### src/cpuPkg.sv
// Word widths, opcode, ALU function and control state types for the core
`default_nettype none

package cpuPkg;

  localparam int WORD_WIDTH = 16;     // Data, address and instruction
  localparam int REG_ADDR_WIDTH = 2;  // Four registers

  // Instruction opcodes, bits 15:8 of the instruction word
  typedef enum logic [7:0] {
    HALT  = 8'h00,                    // Cleared memory parks the core
    ADD   = 8'h01,
    SUB   = 8'h02,
    AND   = 8'h03,
    OR    = 8'h04,
    XOR   = 8'h05,
    MOVI  = 8'h10,
    LOAD  = 8'h20,
    STORE = 8'h21,
    BRZ   = 8'h30,
    JMP   = 8'h31
  } opcode_t;

  typedef enum logic [2:0] {
    ALU_ADD   = 3'd0,
    ALU_SUB   = 3'd1,
    ALU_AND   = 3'd2,
    ALU_OR    = 3'd3,
    ALU_XOR   = 3'd4,
    ALU_PASSB = 3'd5                  // Operand B straight through
  } aluFunction_t;

  typedef enum logic [2:0] {
    FETCH_ADDR   = 3'd0,
    FETCH_ACCESS = 3'd1,
    EXECUTE      = 3'd2,
    MEM_ADDR     = 3'd3,
    MEM_ACCESS   = 3'd4,
    HALTED       = 3'd5
  } controlState_t;

endpackage

`default_nettype wire
### src/cpuCore.sv
// Core top level joining control and datapath to the multiplexed memory bus
`default_nettype none
`timescale 1ns/100ps

module cpuCore #(
  parameter int                   WordWidth    = cpuPkg::WORD_WIDTH,
  parameter logic [WordWidth-1:0] ResetAddress = '0
) (
  input  logic                 Clock,
  input  logic                 reset,
  input  logic [WordWidth-1:0] dataIn,
  input  logic                 nWait,
  output logic [WordWidth-1:0] dataOut,  // Address on ale, else write data
  output logic                 ale,
  output logic                 nME,
  output logic                 nOE,
  output logic                 rnW
);

  import cpuPkg::*;

  aluFunction_t aluFunction;
  opcode_t      opcode;
  logic         op2Sel;
  logic         irWe;
  logic         pcIncrement;
  logic         pcLoad;
  logic         regWe;
  logic         wdSel;
  logic         flagWe;
  logic         addrSel;
  logic         busDataSel;
  logic         zeroFlag;

  control u_control (
    .Clock       (Clock),
    .reset       (reset),
    .opcode      (opcode),
    .zeroFlag    (zeroFlag),
    .nWait       (nWait),
    .aluFunction (aluFunction),
    .op2Sel      (op2Sel),
    .irWe        (irWe),
    .pcIncrement (pcIncrement),
    .pcLoad      (pcLoad),
    .regWe       (regWe),
    .wdSel       (wdSel),
    .flagWe      (flagWe),
    .addrSel     (addrSel),
    .busDataSel  (busDataSel),
    .ale         (ale),
    .nME         (nME),
    .nOE         (nOE),
    .rnW         (rnW)
  );

  datapath #(
    .WordWidth    (WordWidth),
    .ResetAddress (ResetAddress)
  ) u_datapath (
    .Clock       (Clock),
    .reset       (reset),
    .aluFunction (aluFunction),
    .op2Sel      (op2Sel),
    .irWe        (irWe),
    .pcIncrement (pcIncrement),
    .pcLoad      (pcLoad),
    .regWe       (regWe),
    .wdSel       (wdSel),
    .flagWe      (flagWe),
    .addrSel     (addrSel),
    .busDataSel  (busDataSel),
    .dataIn      (dataIn),
    .opcode      (opcode),
    .zeroFlag    (zeroFlag),
    .dataOut     (dataOut)
  );

endmodule

`default_nettype wire

### src/control.sv
// Control FSM sequencing memory cycles and instructions, with registered bus strobes
`default_nettype none
`timescale 1ns/100ps

module control (
  input  logic                 Clock,
  input  logic                 reset,
  input  cpuPkg::opcode_t      opcode,
  input  logic                 zeroFlag,
  input  logic                 nWait,
  output cpuPkg::aluFunction_t aluFunction,
  output logic                 op2Sel,
  output logic                 irWe,
  output logic                 pcIncrement,
  output logic                 pcLoad,
  output logic                 regWe,
  output logic                 wdSel,
  output logic                 flagWe,
  output logic                 addrSel,
  output logic                 busDataSel,
  output logic                 ale,
  output logic                 nME,
  output logic                 nOE,
  output logic                 rnW
);

  import cpuPkg::*;

  controlState_t state;
  controlState_t nextState;
  logic          isRegisterOp;

  assign isRegisterOp = opcode inside {ADD, SUB, AND, OR, XOR};

  always_comb begin : nextStateLogic
    nextState = state;
    case (state)
      FETCH_ADDR:
        if (ale)
          nextState = FETCH_ACCESS;  // Idles one cycle after reset to raise ale
      FETCH_ACCESS:
        if (nWait)
          nextState = EXECUTE;
      EXECUTE:
        case (opcode)
          ADD, SUB, AND, OR, XOR, MOVI, BRZ, JMP: nextState = FETCH_ADDR;
          LOAD, STORE:                            nextState = MEM_ADDR;
          default:                                nextState = HALTED;
        endcase
      MEM_ADDR:
        nextState = MEM_ACCESS;
      MEM_ACCESS:
        if (nWait)
          nextState = FETCH_ADDR;
      HALTED:
        nextState = HALTED;
      default:
        nextState = HALTED;
    endcase
  end

  always_comb begin : datapathControls
    aluFunction = ALU_PASSB;
    op2Sel      = 1'b0;
    irWe        = 1'b0;
    pcIncrement = 1'b0;
    pcLoad      = 1'b0;
    regWe       = 1'b0;
    wdSel       = 1'b0;
    flagWe      = 1'b0;
    addrSel     = 1'b0;
    busDataSel  = 1'b0;
    case (state)
      FETCH_ACCESS: begin
        irWe        = nWait;  // Instruction word taken at completion
        pcIncrement = nWait;
      end
      EXECUTE: begin
        case (opcode)
          ADD:     aluFunction = ALU_ADD;
          SUB:     aluFunction = ALU_SUB;
          AND:     aluFunction = ALU_AND;
          OR:      aluFunction = ALU_OR;
          XOR:     aluFunction = ALU_XOR;
          default: aluFunction = ALU_PASSB;
        endcase
        op2Sel = (opcode == MOVI);
        regWe  = isRegisterOp || (opcode == MOVI);
        flagWe = isRegisterOp;
        pcLoad = (opcode == JMP) || ((opcode == BRZ) && zeroFlag);
      end
      MEM_ADDR:
        addrSel = 1'b1;
      MEM_ACCESS: begin
        addrSel    = 1'b1;
        busDataSel = (opcode == STORE);
        wdSel      = 1'b1;
        regWe      = nWait && (opcode == LOAD);
      end
      default: begin
      end
    endcase
  end

  // Strobes are registered from the next state so they line up with it
  always_ff @(posedge Clock) begin : stateAndStrobes
    if (reset) begin
      state <= FETCH_ADDR;
      ale   <= 1'b0;
      nME   <= 1'b1;
      nOE   <= 1'b1;
      rnW   <= 1'b1;
    end else begin
      state <= nextState;
      ale   <= (nextState == FETCH_ADDR) || (nextState == MEM_ADDR);
      nME   <= !((nextState == FETCH_ACCESS) || (nextState == MEM_ACCESS));
      nOE   <= !((nextState == FETCH_ACCESS) ||
                 ((nextState == MEM_ACCESS) && (opcode == LOAD)));
      rnW   <= !((nextState == MEM_ACCESS) && (opcode == STORE));
    end
  end

endmodule

`default_nettype wire

### src/datapath.sv
// Datapath with instruction and flag registers, operand, writeback and bus muxes
`default_nettype none
`timescale 1ns/100ps

module datapath #(
  parameter int                   WordWidth    = 16,
  parameter logic [WordWidth-1:0] ResetAddress = '0
) (
  input  logic                 Clock,
  input  logic                 reset,
  input  cpuPkg::aluFunction_t aluFunction,
  input  logic                 op2Sel,       // 1 selects immediate
  input  logic                 irWe,
  input  logic                 pcIncrement,
  input  logic                 pcLoad,
  input  logic                 regWe,
  input  logic                 wdSel,        // 1 selects dataIn
  input  logic                 flagWe,
  input  logic                 addrSel,      // 1 puts rs on the bus
  input  logic                 busDataSel,   // 1 puts rd data on the bus
  input  logic [WordWidth-1:0] dataIn,
  output cpuPkg::opcode_t      opcode,
  output logic                 zeroFlag,
  output logic [WordWidth-1:0] dataOut
);

  import cpuPkg::*;

  logic [WordWidth-1:0]      instruction;
  logic [WordWidth-1:0]      pc;
  logic [WordWidth-1:0]      rdData;
  logic [WordWidth-1:0]      rsData;
  logic [WordWidth-1:0]      operandB;
  logic [WordWidth-1:0]      aluResult;
  logic [WordWidth-1:0]      writeData;
  logic [WordWidth-1:0]      busAddress;
  logic [3:0]                aluFlags;
  logic [3:0]                flagReg;
  logic [REG_ADDR_WIDTH-1:0] rdIndex;
  logic [REG_ADDR_WIDTH-1:0] rsIndex;
  logic [5:0]                immediate;

  // Instruction register holds HALT out of reset
  always_ff @(posedge Clock) begin
    if (reset) begin
      instruction <= '0;
      flagReg     <= '0;
    end else begin
      if (irWe)
        instruction <= dataIn;
      if (flagWe)
        flagReg <= aluFlags;
    end
  end

  assign opcode    = opcode_t'(instruction[15:8]);
  assign rdIndex   = instruction[7:6];
  assign rsIndex   = instruction[5:4];
  assign immediate = instruction[5:0];
  assign zeroFlag  = flagReg[3];

  assign operandB   = op2Sel ? {{(WordWidth-6){1'b0}}, immediate} : rsData;
  assign writeData  = wdSel ? dataIn : aluResult;
  assign busAddress = addrSel ? rsData : pc;
  assign dataOut    = busDataSel ? rdData : busAddress;  // Multiplexed address/data

  programCounter #(
    .WordWidth    (WordWidth),
    .ResetAddress (ResetAddress)
  ) u_programCounter (
    .Clock       (Clock),
    .reset       (reset),
    .pcIncrement (pcIncrement),
    .pcLoad      (pcLoad),
    .offset      (immediate),
    .pc          (pc)
  );

  registerFile #(
    .WordWidth (WordWidth)
  ) u_registerFile (
    .Clock       (Clock),
    .reset       (reset),
    .writeEnable (regWe),
    .writeIndex  (rdIndex),
    .writeData   (writeData),
    .readIndexA  (rdIndex),
    .readIndexB  (rsIndex),
    .readDataA   (rdData),
    .readDataB   (rsData)
  );

  alu #(
    .WordWidth (WordWidth)
  ) u_alu (
    .aluFunction (aluFunction),
    .operandA    (rdData),
    .operandB    (operandB),
    .result      (aluResult),
    .flags       (aluFlags)
  );

endmodule

`default_nettype wire

### src/registerFile.sv
// Four-entry register file, two combinational read ports and one write port
`default_nettype none
`timescale 1ns/100ps

module registerFile #(
  parameter int WordWidth = 16
) (
  input  logic                              Clock,
  input  logic                              reset,
  input  logic                              writeEnable,
  input  logic [cpuPkg::REG_ADDR_WIDTH-1:0] writeIndex,
  input  logic [WordWidth-1:0]              writeData,
  input  logic [cpuPkg::REG_ADDR_WIDTH-1:0] readIndexA,
  input  logic [cpuPkg::REG_ADDR_WIDTH-1:0] readIndexB,
  output logic [WordWidth-1:0]              readDataA,
  output logic [WordWidth-1:0]              readDataB
);

  import cpuPkg::*;

  localparam int RegCount = 2 ** REG_ADDR_WIDTH;

  logic [WordWidth-1:0] registers [RegCount];

  always_ff @(posedge Clock) begin
    if (reset) begin
      registers <= '{default: '0};
    end else if (writeEnable) begin
      registers[writeIndex] <= writeData;
    end
  end

  assign readDataA = registers[readIndexA];  // rd
  assign readDataB = registers[readIndexB];  // rs

endmodule

`default_nettype wire

### src/alu.sv
// Combinational ALU with Z/N/C/V flag generation
`default_nettype none
`timescale 1ns/100ps

module alu #(
  parameter int WordWidth = 16
) (
  input  cpuPkg::aluFunction_t aluFunction,
  input  logic [WordWidth-1:0] operandA,
  input  logic [WordWidth-1:0] operandB,
  output logic [WordWidth-1:0] result,
  output logic [3:0]           flags
);

  import cpuPkg::*;

  localparam int Msb = WordWidth - 1;

  logic [WordWidth:0] sum;
  logic [WordWidth:0] difference;
  logic               carry;
  logic               overflow;

  // SUB as A + ~B + 1 so the carry out is the inverted borrow
  assign sum        = {1'b0, operandA} + {1'b0, operandB};
  assign difference = {1'b0, operandA} + {1'b0, ~operandB} + 1'b1;

  always_comb begin
    carry    = 1'b0;
    overflow = 1'b0;
    case (aluFunction)
      ALU_ADD: begin
        result   = sum[Msb:0];
        carry    = sum[WordWidth];
        overflow = (operandA[Msb] == operandB[Msb]) && (result[Msb] != operandA[Msb]);
      end
      ALU_SUB: begin
        result   = difference[Msb:0];
        carry    = difference[WordWidth];
        overflow = (operandA[Msb] != operandB[Msb]) && (result[Msb] != operandA[Msb]);
      end
      ALU_AND: result = operandA & operandB;
      ALU_OR:  result = operandA | operandB;
      ALU_XOR: result = operandA ^ operandB;
      default: result = operandB;   // PASSB for MOVI
    endcase
  end

  assign flags = {(result == '0), result[Msb], carry, overflow};  // Z N C V

endmodule

`default_nettype wire

### src/programCounter.sv
// Program counter with increment and pc-relative branch load
`default_nettype none
`timescale 1ns/100ps

module programCounter #(
  parameter int                   WordWidth    = 16,
  parameter logic [WordWidth-1:0] ResetAddress = '0
) (
  input  logic                 Clock,
  input  logic                 reset,
  input  logic                 pcIncrement,
  input  logic                 pcLoad,
  input  logic [5:0]           offset,
  output logic [WordWidth-1:0] pc
);

  logic [WordWidth-1:0] branchOffset;

  assign branchOffset = {{(WordWidth-6){offset[5]}}, offset};  // Sign extended

  always_ff @(posedge Clock) begin
    if (reset) begin
      pc <= ResetAddress;
    end else if (pcLoad) begin
      pc <= pc + branchOffset;  // Already points past the branch
    end else if (pcIncrement) begin
      pc <= pc + 1'b1;
    end
  end

endmodule

`default_nettype wire

### config.mk
export PLATFORM = sky130hd
export DESIGN_NAME = cpuCore
export DESIGN_NICKNAME = d
export VERILOG_FILES = /design/src/cpuPkg.sv /design/src/cpuCore.sv /design/src/control.sv /design/src/datapath.sv /design/src/registerFile.sv /design/src/alu.sv /design/src/programCounter.sv
export SDC_FILE = /design/constraint.sdc
export NUM_CORES = 1
export LEC_CHECK = 0
export BUFFER_PORTS_ARGS = -buffer_cell sky130_fd_sc_hd__buf_4
export CAP_MARGIN = 20
export CORE_ASPECT_RATIO = 1.1
export CORE_MARGIN = 3
export CORE_UTILIZATION = 68
export DETAILED_ROUTE_END_ITERATION = 16
export GPL_TIMING_DRIVEN = 0
export PLACE_DENSITY = 0.9
export SYNTH_ARGS = -nofsm -noshare
export SYNTH_HDL_FRONTEND = slang
export SYNTH_SLANG_ARGS = --single-unit
### constraint.sdc
create_clock -name Clock -period 11.5 [get_ports Clock]
set_clock_uncertainty 0.15 [all_clocks]
set_input_delay 1.725 -clock Clock [delete_from_list [all_inputs] [get_ports Clock]]
set_output_delay 1.725 -clock Clock [all_outputs]
set_load 0.02 [all_outputs]
Word level (Yosys, flattened, before mapping) --
Cells that the tools add are included.
Word-level totals: flip-flop bits (word level) 107, bits of input ports 19, output and inout port bits 20, word-level logic and storage cells 108
Operators by class: add/subtract/negate cells 5, magnitude comparators 3, equal/unequal tests 25, multiplexer cells 33, bitwise operators 6, reductions and logical operators 24
Operators with widths (number):
- 16-bit 2-to-1 mux | 11
- 16-bit case mux with 5 select lines | 1
- 16-bit binary-select mux with 2-bit select | 2
- 64-bit bitwise mux | 1
- 16-bit by 16-bit adder with 17-bit output | 2
- 16-bit demux with 2-bit select | 1
- 8-bit by 6-bit == test with 1-bit output (second input constant) | 4
- 3-bit case mux with 5 select lines | 2
- 17-bit by 1-bit adder with 17-bit output (second input constant) | 1
- 16-bit by 1-bit adder with 16-bit output (second input constant) | 1
- 16-bit adder | 1
- 16-bit bitwise AND | 1
- 8-bit by 2-bit == test with 1-bit output (second input constant) | 2
- 8-bit by 3-bit == test with 1-bit output (second input constant) | 2
- 16-bit logical NOT | 1
- 16-bit NOT | 1
- 16-bit OR | 1
- 16-bit bitwise XOR | 1
- 3-bit by 2-bit == test with 1-bit output (second input constant) | 5
- 3-bit 2-to-1 mux | 4
- 3-bit by 1-bit == test with 1-bit output (second input constant) | 3
- 3-bit == test (second input constant) | 3
- 3-bit logical NOT | 3
- 8-bit by 1-bit == test with 1-bit output (second input constant) | 1
- other kinds (16) | 41

Depth between registers and ports, before layout --
Gate-level depths: netlist of run 1.
depth after elaboration 11, mapped depth 20, mapped depth without buffers 17

Modules after synthesis --
From an unflattened synthesis of run 1, not the netlist that was laid out.
Unflattened totals: cells, all modules 1058, area total of the unflattened synthesis 9260.1 µm²
By module, submodules not included:
- registerFile | times used 1, cells an instance 268, area an instance 3324.4 µm², sequential area each 1281.2 µm²
- alu | times used 1, cells an instance 418, area an instance 2756.4 µm², sequential area each 0.0 µm²
- datapath | times used 1, cells an instance 152, area an instance 1403.8 µm², sequential area each 340.3 µm²
- programCounter | times used 1, cells an instance 141, area an instance 1169.9 µm², sequential area each 320.3 µm²
- control | times used 1, cells an instance 79, area an instance 605.6 µm², sequential area each 140.1 µm²

Least setup slack after synthesis of run 1 --
No wires, ideal clock.
kind reg2reg, start reg u_datapath.instruction[6], end reg u_datapath.flagReg[3], setup time 0.067 ns, arrival 4.719 ns, required time 11.283 ns, slack 6.564 ns, stages on the path, launching flop included 15, buffers on the path 3, period minus slack after synthesis 4.936 ns, cell sequence dfxtp_1 > buf_1 > clkbuf_1 > mux4_2 > ha_1 > clkbuf_1 > nand2_1 > or3_1 > o41ai_1 > a2111oi_0 > or4_1 > mux2i_1 > o211ai_1 > a2111o_1 > o21ai_2
On the way: cells in the longest elaborated chain, start to end 8, elaborated cells on any way between the ends 12, classes of those cells add/sub: 3; mux: 4; bitwise: 4; reduce/logical: 1
RTL lines:
- start: declaration | RTL line datapath.sv:29 | logic [WordWidth-1:0] instruction;
- start signal: assignment | RTL line datapath.sv:50 | instruction <= dataIn;
- 2-bit NOT with 3-bit output (implied by the code) (*) | RTL line registerFile.sv:33 | assign readDataA = registers[readIndexA];
- 16-bit binary-select mux with 2-bit select (*) | RTL line registerFile.sv:33
- 16-bit 2-to-1 mux (implied by the code) (*) (2 in series) | RTL line registerFile.sv:33
- 16-bit by 16-bit adder with 17-bit output | RTL line alu.sv:26 | assign difference = {1'b0, operandA} + {1'b0, ~operandB} + 1'b1;
- 17-bit by 1-bit adder with 17-bit output | RTL line alu.sv:26
- 16-bit case mux with 5 select lines (*) | RTL line alu.sv:31 | case (aluFunction)
- 16-bit logical NOT (*) | RTL line alu.sv:49 | assign flags = {(result == '0), result[Msb], carry, overflow};
- end signal: assignment | RTL line datapath.sv:52 | flagReg <= aluFlags;
- end: declaration | RTL line datapath.sv:38 | logic [3:0] flagReg;
Every way passes the cells marked *; elsewhere a longest branch is shown, timed or not. The select of a mux whose other input is x is not followed. A chain may end at the register's enable or synchronous reset.

Final worst setup path of run 1 --
start reg u_datapath.instruction[6], end reg u_datapath.u_registerFile.registers[63] in the netlist's numbering
On the way: cells in the longest elaborated chain, start to end 9, elaborated cells on any way between the ends 18, classes of those cells add/sub: 3; order compare: 2; mux: 8; bitwise: 4; reduce/logical: 1
RTL lines:
- 2-bit NOT with 3-bit output (implied by the code) (*) | RTL line registerFile.sv:29, registerFile.sv:33
- 16-bit binary-select mux with 2-bit select | RTL line registerFile.sv:33
- 16-bit 2-to-1 mux (implied by the code) (2 in series) | RTL line registerFile.sv:33
- 16-bit by 16-bit adder with 17-bit output | RTL line alu.sv:26
- 17-bit by 1-bit adder with 17-bit output | RTL line alu.sv:26
- 16-bit case mux with 5 select lines | RTL line alu.sv:31
- 16-bit 2-to-1 mux | RTL line datapath.sv:63 | assign writeData = wdSel ? dataIn : aluResult;
- 64-bit bitwise mux (*) | RTL line registerFile.sv:29 | registers[writeIndex] <= writeData;
- end signal: indexed assignment | RTL line registerFile.sv:29
- end: declaration | RTL line registerFile.sv:23 | logic [WordWidth-1:0] registers [RegCount];
Marked as above.

==> reports/qor.csv, run 1 <==
stage,metric,value,unit
logic_synthesis,yosysUniqueCellTypes,76,
pwr,sw_frac_of_total,33.4,%
worst_setup_path,critPathRequiredTime,11560,ps
worst_setup_path,arrival,6310,ps
min_path,hold_class,register to register,
worst_setup_path,r2r_slack,5250,ps
logic_synthesis,synth_compound_area_share,21.0,%
min_path,hold_path_end,u_datapath.u_programCounter.pc[8],
pwr,sequentialPowerShare,38.6,%
logic_synthesis,yosys.area_share.simple,20.9,%
min_path,hold_path_startpoint,u_datapath.u_programCounter.pc[8],
sta,grt_setup_unrepaired,false,
logic_synthesis,synthCells,1032,
global_route,grt_antenna_before_repair,0,
layout,nets,1171,
logic_synthesis,synthAdderAreaFrac,10.2,%
floorplan,die_x,112,um
layout,drive_above_1_share,11.5,%
sta,slew_violations,0,
worst_setup_path,critical-path-max-stage-delay,720,ps
layout,final_common_cell,nor2_1,
sta,fmax,0.160,GHz
cts,ctsHoldBuffers,0,
floorplan,ios,39,
cts,root_buffer,clkbuf_16,
detailed_routing,wire_per_inst,23.1,um
detailed_routing,num_vias,8826,
sta,worstMarginPinSlew,1080,ps
logic_synthesis,synthMuxAreaShare,15.4,%
sta,fin_crit,6250,ps
pwr,vdd_drop_max,0.117,mV
logic_synthesis,synth_nets,1118,
sta,setup-tns-final,0,ps
cts,cts_setup_buffers,0,
status,status,finished clean,
cts,cts_resized,0,
min_path,min_path_cells,2,
pwr,p_int,0.677,mW
cts,numClockSinks,104,
place,pre_cts_slack,5490,ps
detailed_routing,vias_per_cell,7.12,
worst_setup_path,startpoint,u_datapath.instruction[6],
layout,final_cell_mix,"138 x nor2_1, 104 x dfxtp_1, 98 x nand2_1",
worst_setup_path,cp_max_fo,10,
logic_synthesis,synth_edf_count,0,
worst_setup_path,reg2reg_depth,14,
logic_synthesis,synth_ff_type,dfxtp_1,
detailed_routing,totalWireLength,28600,um
global_route,first_global_vias,8399,
global_route,grt_max_degree,16,
place,dp_hpwl,20800,um
worst_setup_path,path_cells,buf_1 -> clkbuf_1 -> mux4_2 -> ha_1 -> clkbuf_1 -> nand2_1 -> or3_1 -> o41ai_1 -> a2111oi_0 -> or4_1 -> mux2i_1 -> o211ai_1 -> a31oi_1 -> a211oi_1,
place,port_buffers,38,
detailed_routing,drt_iter0_drc,1367,
sta,setup_viol,0,
worst_setup_path,cp-start-kind,register,
detailed_routing,drtAntennaViolNets,0,
logic_synthesis,synth_top_area_share,24.7,%
global_route,grt.overflow.total,0,
floorplan,die_h,123,um
pwr,switching_power,0.339,mW
worst_setup_path,slowest_stage,buf_1,
detailed_routing,drt-pass1-iter-count,6,
pwr,p_comb_share,28.5,%
logic_synthesis,yosys_warnings,0,
floorplan,dieArea,13700,sq um
pwr,p_leak,3.71,nW
sta,finalCritPeriodShare,54.3,%
floorplan,fp-row-count,41,
cts,clk_pin_slew,70,ps
logic_synthesis,async_reset_ff_share,0,%
logic_synthesis,synth_top_family_by_area,compound AO/OA/AOI/OAI gates,
pwr,p_clk_share,32.9,%
logic_synthesis,synth-xor-area-share,2.08,%
cts,worst_skew_pair.late_latency,360,ps
place,gp_congestion,1.01,
cts,htree_levels,3,
logic_synthesis,syn_area,8410,sq um
logic_synthesis,ys_ff_latch,104,
global_route,grtUsageTotal,40.9,%
worst_setup_path,r2r_start,u_datapath.instruction[6],
logic_synthesis,syn_area_per_cell,8.15,sq um
worst_setup_path,crit_top_cell,clkbuf_1,
run,cap_violations,0,
floorplan,initial_core_util,71.3,%
floorplan,core_area,11800,sq um
detailed_routing,drcViolationCount,0,
layout,antenna_cells,0,
pwr,power_per_cell_area,110,nW/um^2
sta,hold_violations,0,
sta,setup_slack,5250,ps
worst_setup_path,r2r-end,u_datapath.u_registerFile.registers[63],
logic_synthesis,synth_top_area_cell,dfxtp_1,
layout,area_growth,9.67,%
logic_synthesis,synth_area_leaders,"dfxtp_1 25%, ha_1 9.5%, mux4_2 8.3%",
cts,cts_buffer_depth,2,
worst_setup_path,critPathCaptureType,register,
cts,numCtsBuffers,9,
worst_setup_path,path_class,register to register,
sta,relSlewSlack,27.5,%
logic_synthesis,synth_seq_area_share,24.7,%
cts,tritoncts,yes,
global_route,grt_pass1_wl,44000,um
==> power by group through the flow <==
| stage | Clock, mW | Combinational [mW] | Sequential, mW |
|---|---|---|---|
| final | 0.335 | 0.289 | 0.392 |
| after global routing | 0.344 | 0.308 | 0.393 |
| after CTS | 0.331 | 0.279 | 0.391 |
| after detailed placement | 0 | 0.276 | 0.399 |
| after global placement | 0 | 0.271 | 0.398 |
| after floorplan | 0 | 0.194 | 0.400 |
==> cells in the mapped netlist (8+ instances only) <==
master	number
a211oi_1	55
a21oi_1	83
a31oi_1	8
and2_1	13
buf_2	10
clkbuf_1	43
dfxtp_1	104
ha_1	64
inv_1	56
mux2i_1	55
mux4_2	31
nand2_1	98
nand2b_1	11
nand3_1	25
nor2_1	138
nor2b_1	12
nor3_1	23
o211ai_1	10
o21a_1	8
o21ai_0	24
xnor2_1	16
==> cells by family after synthesis <==
kind of cell,Yosys count
compound gates,262
xor+xnor,20
fa+ha+maj,67
buf+inv,117
flops,104
mux,90
simple gates,372
==> how the worst max path moves through the flow <==
| stage | to | cells past startpoint | slack (ps) |
|---|---|---|---|
| detailed placement | u_datapath.u_registerFile.registers[63] | 14 | 5490 |
| CTS | u_datapath.u_registerFile.registers[63] | 14 | 5420 |
| finish | u_datapath.u_registerFile.registers[63] | 14 | 5250 |
| global placement | u_datapath.u_programCounter.pc[15] | 17 | 5470 |
| global route | u_datapath.u_registerFile.registers[63] | 14 | 5050 |
| floorplan | u_datapath.flagReg[3] | 14 | 6560 |
==> per-layer routing <==
layer | part of all wire (%) | wire [um] | GRT usage (%) | vias to the layer above
li1 | - | - | - | 3852
met1 | 35 | 10100 | 49.2 | 4026
met2 | 45 | 12900 | 65.8 | 731
met3 | 12 | 3530 | 10.4 | 217
met4 | 7.5 | 2150 | 25.7 | 0
met5 | 0 | 0 | 0 | -
==> state kept, by name, indices dropped and copies added (netlist names) <==
name,flops
u_datapath.u_programCounter.pc,16
u_datapath.instruction,16
u_control.nME,1
u_control.state,3
u_control.ale,1
u_control.nOE,1
u_datapath.flagReg,1
u_datapath.u_registerFile.registers,64
u_control.rnW,1
==> per-stage QoR <==
| step | std cells | utilization [%] | total power [mW] | hold slack [ps] | instance area, sq um |
|---|---|---|---|---|---|
| after global routing | 1240 | 78.2 | 1.04 | 368 | 9230 |
| after detailed placement | 1222 | 75.4 | 0.675 | 325 | 8900 |
| after floorplan | 1032 | - | 0.593 | 294 | 8410 |
| after global placement | 1220 | 75.3 | 0.669 | 309 | 8890 |
| after CTS | 1238 | 78.1 | 1.00 | 336 | 9210 |
| final | 1240 | 78.2 | 1.02 | 338 | 9230 |
==> cell type report <==
type                    count  area, sq um
multi-input cells         811         5860
fillers                   850         2570
flip-flops and latches    104         2080
repair buffers             42          310
plain buffers              60          253
clock buffers              13          250
inverters                  57          216
well taps                 150          188
clock inverters             3         65.1
==> critical path: cells and delay by family, from the launching register on <==
family	cells	cell delay, ps
buffers and inverters	3	1750
DFF	1	360
adders and majority gates	1	300
muxes	2	840
and+or+nand+nor	3	1050
AOI/OAI and AO/OA	5	1630
(Power assumes the default switching activity.)
==> run 2: changes to the inputs <==
--- a/config.mk
+++ b/config.mk
@@ -9,10 +9,10 @@
 export CAP_MARGIN = 20
 export CORE_ASPECT_RATIO = 1.1
 export CORE_MARGIN = 3
-export CORE_UTILIZATION = 68
+export CORE_UTILIZATION = 57
 export DETAILED_ROUTE_END_ITERATION = 16
 export GPL_TIMING_DRIVEN = 0
-export PLACE_DENSITY = 0.9
+export PLACE_DENSITY = 0.81
 export SYNTH_ARGS = -nofsm -noshare
 export SYNTH_HDL_FRONTEND = slang
 export SYNTH_SLANG_ARGS = --single-unit
==> constraint.sdc (replaced) <==
create_clock -name Clock -period 5.43 [get_ports Clock]
set_clock_uncertainty 0.15 [all_clocks]
set_input_delay 0.8145 -clock Clock [delete_from_list [all_inputs] [get_ports Clock]]
set_output_delay 0.8145 -clock Clock [all_outputs]
set_load 0.02 [all_outputs]
==> run 2 against run 1 <==
Compared with the run above:
- utilization fell by 11 points
- fmax is 17% higher
- via count fell by 4.0%
- cell count rose by 2.9%
- die area increased by 18%
- critical path depth rose by 4
- sequential power rose by 110%
- worst setup slack got worse by 5200 ps
- clock power rose by 93%
- hold slack gained 7.4 ps
- non-clock buffer count fell by 2
- critical path type unchanged
- largest power group unchanged
==> reports/qor.csv, run 2 (synthesis gave the netlist of run 1 again) <==
stage,metric,value,unit
status,status,finished clean,
cts,numCtsBuffers,9,
cts,tritoncts,yes,
worst_setup_path,crit_top_cell,buf_2,
global_route,grt_pass1_wl,42700,um
worst_setup_path,cp-start-kind,register,
sta,hold_ws,345,ps
global_route,grt_max_degree,17,
layout,fillers,1176,
worst_setup_path,critical_path_depth,18,
sta,setup_slack,95.3,ps
detailed_routing,vias_per_cell,6.64,
cts,cts_buffer_depth,2,
cts,clk_pin_slew,80,ps
cts,ctsHoldBuffers,0,
place,gp_congestion,1.01,
sta,grt_setup_unrepaired,false,
pwr,vdd_drop_max,0.194,mV
layout,area_growth,12.5,%
layout,final_common_cell,nor2_1,
cts,numClockSinks,104,
global_route,grt.overflow.total,0,
sta,setup_viol,0,
pwr,switching_power,0.726,mW
sta,fmax,0.187,GHz
floorplan,core_area,14100,sq um
floorplan,die_x,122,um
layout,drive_above_1_share,14.6,%
cts,worst_skew_pair.late_latency,360,ps
pwr,p_int,1.38,mW
cts,root_buffer,clkbuf_16,
sta,slew_violations,0,
detailed_routing,wire_per_inst,22.0,um
worst_setup_path,cp_num_buf_inv,5,
worst_setup_path,critPathRequiredTime,5560,ps
detailed_routing,drt_iter0_drc,1094,
layout,final_cell_mix,"137 x nor2_1, 104 x dfxtp_1, 98 x nand2_1",
floorplan,initial_core_util,59.5,%
pwr,sequentialPowerShare,39.4,%
worst_setup_path,cp_top_family,compound AO/OA/AOI/OAI gates,
worst_setup_path,critPathCaptureType,register,
layout,regMostFlops,u_datapath.u_registerFile.registers,
floorplan,dieArea,16300,sq um
detailed_routing,drcViolationCount,0,
sta,worstMarginPinSlew,1030,ps
run,cap_violations,0,
sta,fin_crit,5330,ps
detailed_routing,drt-pass1-iter-count,8,
layout,antenna_cells,0,
detailed_routing,num_vias,8470,
floorplan,die_h,133,um
floorplan,ios,39,
sta,relSlewSlack,31.2,%
global_route,grtUsageTotal,33.8,%
pwr,power_per_cell_area,223,nW/um^2
sta,finalCritPeriodShare,98.2,%
worst_setup_path,path_class,register to register,
pwr,p_leak,3.73,nW
cts,htree_levels,3,
layout,nets,1169,
sta,hold_violations,0,
pwr,p_comb_share,30.0,%
detailed_routing,drtAntennaViolNets,0,
global_route,first_global_vias,7876,
worst_setup_path,path_cells,buf_2 -> or3b_1 -> buf_2 -> or4_4 -> buf_6 -> buf_4 -> mux2i_4 -> ha_1 -> clkbuf_4 -> o2111ai_2 -> and3_4 -> o41ai_4 -> a2111oi_0 -> or4_1 -> mux2i_1 -> o211ai_1 -> a31oi_4 -> a211oi_2,
pwr,p_clk_share,30.6,%
worst_setup_path,cp_max_fo,10,
worst_setup_path,arrival,5470,ps
worst_setup_path,reg2reg_depth,18,
place,port_buffers,38,
layout,largest_reg_flops,64,
global_route,grt_antenna_before_repair,0,
detailed_routing,totalWireLength,28100,um
min_path,hold_class,register to register,
place,dp_hpwl,20900,um
floorplan,fp-row-count,45,
pwr,sw_frac_of_total,34.5,%
worst_setup_path,critical-path-max-stage-delay,510,ps
min_path,min_path_cells,2,
worst_setup_path,slowest_stage,or4_1,
layout,top_regs,"u_datapath.u_registerFile.registers x64, u_datapath.instruction x16, u_datapath.u_programCounter.pc x16",
place,pre_cts_slack,-647,ps
run 2: per-stage QoR:
stage / instance area, sq um / TNS (ps) / utilization, % / power [mW] / instances
6_report: 9460 / 0 / 67.0 / 2.11 / 1276
4_1_cts: 9320 / 0 / 66.0 / 2.07 / 1277
2_1_floorplan: 8410 / 0 / - / 1.26 / 1032
3_3_place_gp: 8930 / -5410 / 63.2 / 1.42 / 1258
5_1_grt: 9460 / 0 / 67.0 / 2.18 / 1276
3_5_place_dp: 8950 / -5370 / 63.4 / 1.43 / 1261
run 2: final cells by class:
| type | instances | area (sq um) | share of cell area (%) |
|---|---|---|---|
| Sequential cell | 104 | 2080 | 22.0 |
| Multi-Input combinational cell | 811 | 6060 | 64.0 |
| Buffer | 57 | 258 | 2.72 |
| Clock buffer | 12 | 267 | 2.82 |
| Clock inverter | 4 | 26.3 | 0.278 |
| Inverter | 57 | 216 | 2.29 |
| Timing Repair Buffer | 43 | 320 | 3.38 |
| Tap cell | 188 | 235 | 2.49 |
run 2: what timing repair did:
item | CTS | global route
endpoints found under the hold margin | 0 | 0
endpoints found under the setup margin | 17 | 18
setup buffers | 0 | 1
resized for setup | 17 | 35
pin swaps | 0 | 6
run 2: layer usage:
metal | routed length (um) | track usage [%] | up-vias
met1 | 10900 | 42.5 | 3997
met5 | 0 | 0 | -
met4 | 1300 | 15.1 | 0
met3 | 2700 | 6.84 | 101
li1 | - | - | 3854
met2 | 13200 | 55.9 | 518
run 2: path summary, 6_finish.rpt:
check                                                   startpoint                                 endpoint  slack (ps)
worst max register to register                  u_control.state[2]  u_datapath.u_registerFile.registers[63]         100
worst min-delay path            u_datapath.u_programCounter.pc[13]       u_datapath.u_programCounter.pc[13]         340
worst max-delay path                            u_control.state[2]  u_datapath.u_registerFile.registers[63]         100
worst min register to register  u_datapath.u_programCounter.pc[13]       u_datapath.u_programCounter.pc[13]         340
run 2: worst min-delay path, delay by kind of cell, from the launching register on:
kind	cells	cell delay (ps)
DFF	1	340
and+or+nand+nor	1	60
AOI/OAI and AO/OA	1	50
run 2: power by group through the flow:
stage	logic, mW	clock network, mW	registers (mW)
finish	0.631	0.645	0.830
global route	0.675	0.673	0.833
CTS	0.604	0.642	0.827
detailed placement	0.589	0	0.844
global placement	0.581	0	0.843
floorplan	0.410	0	0.847
==> run 3: changes to the inputs <==
--- a/config.mk
+++ b/config.mk
@@ -5,14 +5,16 @@
 export SDC_FILE = /design/constraint.sdc
 export NUM_CORES = 1
 export LEC_CHECK = 0
+export ABC_AREA = 1
 export BUFFER_PORTS_ARGS = -buffer_cell sky130_fd_sc_hd__buf_4
 export CAP_MARGIN = 20
 export CORE_ASPECT_RATIO = 1.1
 export CORE_MARGIN = 3
-export CORE_UTILIZATION = 57
+export CORE_UTILIZATION = 59
+export CTS_BUF_LIST = sky130_fd_sc_hd__clkbuf_8
 export DETAILED_ROUTE_END_ITERATION = 16
 export GPL_TIMING_DRIVEN = 0
-export PLACE_DENSITY = 0.81
+export PLACE_DENSITY = 0.83
 export SYNTH_ARGS = -nofsm -noshare
 export SYNTH_HDL_FRONTEND = slang
 export SYNTH_SLANG_ARGS = --single-unit
==> run 3 against run 2 <==
Compared with the run above:
- via count is 21% higher
- register-to-register slack better by 480 ps
- global-route usage is 1.4 points higher
- synthesized area is 8.1% higher
- first-iteration DRC count is 6.6% higher
- hold slack worse by 8.5 ps
- critical path depth is 1 higher
- clock power is 26% lower
- sequential cell count stayed put
- highest routed layer unchanged
==> reports/qor.csv, run 3 <==
stage,metric,value,unit
sta,setup_viol,0,
sta,fin_crit,4850,ps
pwr,p_leak,5.04,nW
layout,area_growth,7.77,%
logic_synthesis,synth_edf_count,0,
floorplan,core_area,14700,sq um
worst_setup_path,cp_top_family,simple AND/OR/NAND/NOR gates,
layout,final_cell_mix,"275 x nand2_1, 262 x inv_1, 154 x a21oi_1",
detailed_routing,wire_per_inst,17.8,um
sta,relSlewSlack,40.6,%
sta,fmax,0.206,GHz
worst_setup_path,crit_top_cell,inv_1,
sta,slew_violations,0,
status,status,finished clean,
detailed_routing,drt_iter0_drc,1166,
pwr,sequentialPowerShare,24.5,%
layout,fin_util,66.5,%
worst_setup_path,path_class,register to register,
layout,multi_input_area,5680,sq um
cts,numClockSinks,104,
layout,fillers,1493,
sta,hold_violations,0,
worst_setup_path,critPathRequiredTime,5570,ps
cts,tritoncts,yes,
global_route,grt_antenna_before_repair,0,
sta,worstMarginPinSlew,888,ps
worst_setup_path,r2r_slack,580,ps
worst_setup_path,path_cells,nor2_1 -> inv_1 -> clkbuf_1 -> o22ai_1 -> nor3_1 -> inv_1 -> fa_1 -> inv_1 -> nand3_1 -> nand3_1 -> nand2_1 -> nand2_1 -> inv_1 -> a21oi_1 -> nand3_1 -> nor2_1 -> o21ai_0 -> o21ai_0 -> inv_1,
logic_synthesis,synth_nets,1579,
layout,final_common_cell,nand2_1,
place,dp_hpwl,24600,um
floorplan,ios,39,
logic_synthesis,yosys_warnings,0,
worst_setup_path,cp_num_buf_inv,6,
cts,cts_resized,0,
global_route,grt_max_degree,18,
cts,htree_levels,3,
logic_synthesis,ys_ff_latch,104,
global_route,grt.overflow.total,0,
layout,drive_above_1_share,8.66,%
logic_synthesis,synth_area_leaders,"dfxtp_1 23%, nand2_1 11%, inv_1 11%",
layout,fin_area,9800,sq um
floorplan,dieArea,16900,sq um
layout,regMostFlops,u_datapath.u_registerFile.registers,
run,cap_violations,0,
sta,setup_slack,579,ps
global_route,grtUsageTotal,35.3,%
layout,final-seq-area,2080,sq um
sta,finalCritPeriodShare,89.3,%
cts,ctsHoldBuffers,0,
worst_setup_path,critical-path-max-stage-delay,680,ps
pwr,vdd_drop_max,0.193,mV
layout,nets,1628,
min_path,hold_class,register to register,
cts,cts_buffer_depth,2,
logic_synthesis,synth_seq_area_share,22.9,%
logic_synthesis,yosysUniqueCellTypes,48,
layout,antenna_cells,0,
logic_synthesis,synth_top_area_share,22.9,%
worst_setup_path,slowest_stage,nor3_1,
place,pre_cts_slack,792,ps
detailed_routing,num_vias,10275,
worst_setup_path,arrival,4990,ps
worst_setup_path,cp-start-kind,register,
detailed_routing,drcViolationCount,0,
logic_synthesis,synth_top_area_cell,dfxtp_1,
pwr,power_per_cell_area,370,nW/um^2
worst_setup_path,critPathCaptureType,register,
logic_synthesis,synthCells,1493,
logic_synthesis,syn_area_per_cell,6.09,sq um
cts,cts_setup_buffers,0,
sta,grt_setup_unrepaired,false,
floorplan,die_h,136,um
detailed_routing,drtAntennaViolNets,0,
logic_synthesis,syn_area,9100,sq um
cts,clk_pin_slew,100,ps
place,gp_congestion,1.04,
detailed_routing,vias_per_cell,5.91,
floorplan,fp-row-count,46,
place,placed_area,9620,sq um
pwr,sw_frac_of_total,52.4,%
floorplan,die_x,124,um
worst_setup_path,cp_max_fo,10,
detailed_routing,totalWireLength,31000,um
detailed_routing,drt-pass1-iter-count,7,
global_route,first_global_vias,9372,
logic_synthesis,synth_most_common_cell,nand2_1,
layout,largest_reg_flops,64,
cts,root_buffer,clkbuf_8,
global_route,grt_pass1_wl,47600,um
pwr,p_int,1.73,mW
logic_synthesis,synthTopCellsByCount,"275 x nand2_1, 261 x inv_1, 154 x a21oi_1",
cts,numCtsBuffers,9,
logic_synthesis,synth_ff_type,dfxtp_1,
place,port_buffers,38,
pwr,p_comb_share,62.3,%
cts,worst_skew_pair.late_latency,390,ps
pwr,power,3.63,mW
layout,top_regs,"u_datapath.u_registerFile.registers x64, u_datapath.instruction x16, u_datapath.u_programCounter.pc x16",
floorplan,initial_core_util,61.7,%
pwr,p_clk_share,13.1,%
logic_synthesis,async_reset_ff_share,0,%
pwr,switching_power,1.90,mW
sta,setup-tns-final,0,ps
## run 3: changes by cell type after synthesis, moves of 19 or more
cell / before / now
inv_1: 56 / 261
nand2_1: 98 / 275
o21ai_0: 24 / 134
a21oi_1: 83 / 154
nand3_1: 25 / 88
mux2i_1: 55 / 0
a211oi_1: 55 / 1
mux4_2: 31 / 0
o21ai_1: 0 / 21
o22ai_1: 3 / 23
o211ai_1: 10 / 29
## run 3: final timing paths
kind                                             endpoint                      start  depth (start not counted)
setup / recovery  u_datapath.u_registerFile.registers[10]  u_datapath.instruction[6]                         19
hold reg to reg                 u_datapath.instruction[3]  u_datapath.instruction[3]                          2
setup reg to reg  u_datapath.u_registerFile.registers[10]  u_datapath.instruction[6]                         19
hold / removal                  u_datapath.instruction[3]  u_datapath.instruction[3]                          2
## run 3: through the flow
step           hold WS [ps]  cells
2_1_floorplan           289   1493
3_3_place_gp            313   1723
3_5_place_dp            316   1723
4_1_cts                 330   1739
5_1_grt                 365   1739
6_report                336   1739
## run 3: worst reg2reg max path, stage by stage, from the launching register on
cell	delay, ps
dfxtp_1	460
nor2_1	120
inv_1	260
clkbuf_1	530
o22ai_1	130
nor3_1	680
inv_1	340
fa_1	550
inv_1	110
nand3_1	130
nand3_1	160
nand2_1	60
nand2_1	60
inv_1	40
a21oi_1	110
nand3_1	100
nor2_1	200
o21ai_0	270
o21ai_0	250
inv_1	50
## run 3: area by class of cell
type                    count  area share [%]
plain buffers              61            3.06
repair buffers             38            2.91
multi-input cells        1052            57.9
inverters                 276            10.6
clock buffers              10            1.40
flip-flops and latches    104            21.2
clock inverters             6           0.447
well taps                 192            2.45
## run 3: kinds of logic after synthesis
logic type / Yosys count / synth area share, %
simple gates: 568 / 26.8
compound gates: 400 / 24.5
buf+inv: 337 / 14.7
flops: 104 / 22.9
fa+ha+maj: 67 / 9.46
xor+xnor: 17 / 1.64
## run 3: power groups by stage
stage / logic, mW / registers, mW / clock network [mW]
after floorplan: 1.59 / 0.903 / 0
after global routing: 2.51 / 0.896 / 0.500
after CTS: 2.21 / 0.886 / 0.473
final: 2.26 / 0.890 / 0.477
after detailed placement: 2.19 / 0.903 / 0
after global placement: 2.16 / 0.902 / 0
## run 3: metal layers
| layer | global-route usage, % | share of wire [%] | vias to the layer above |
|---|---|---|---|
| met5 | 0 | 0 | - |
| met3 | 4.75 | 8.9 | 120 |
| li1 | - | - | 4927 |
| met2 | 59.8 | 46 | 574 |
| met1 | 43.5 | 40 | 4654 |
| met4 | 19.5 | 5.4 | 0 |
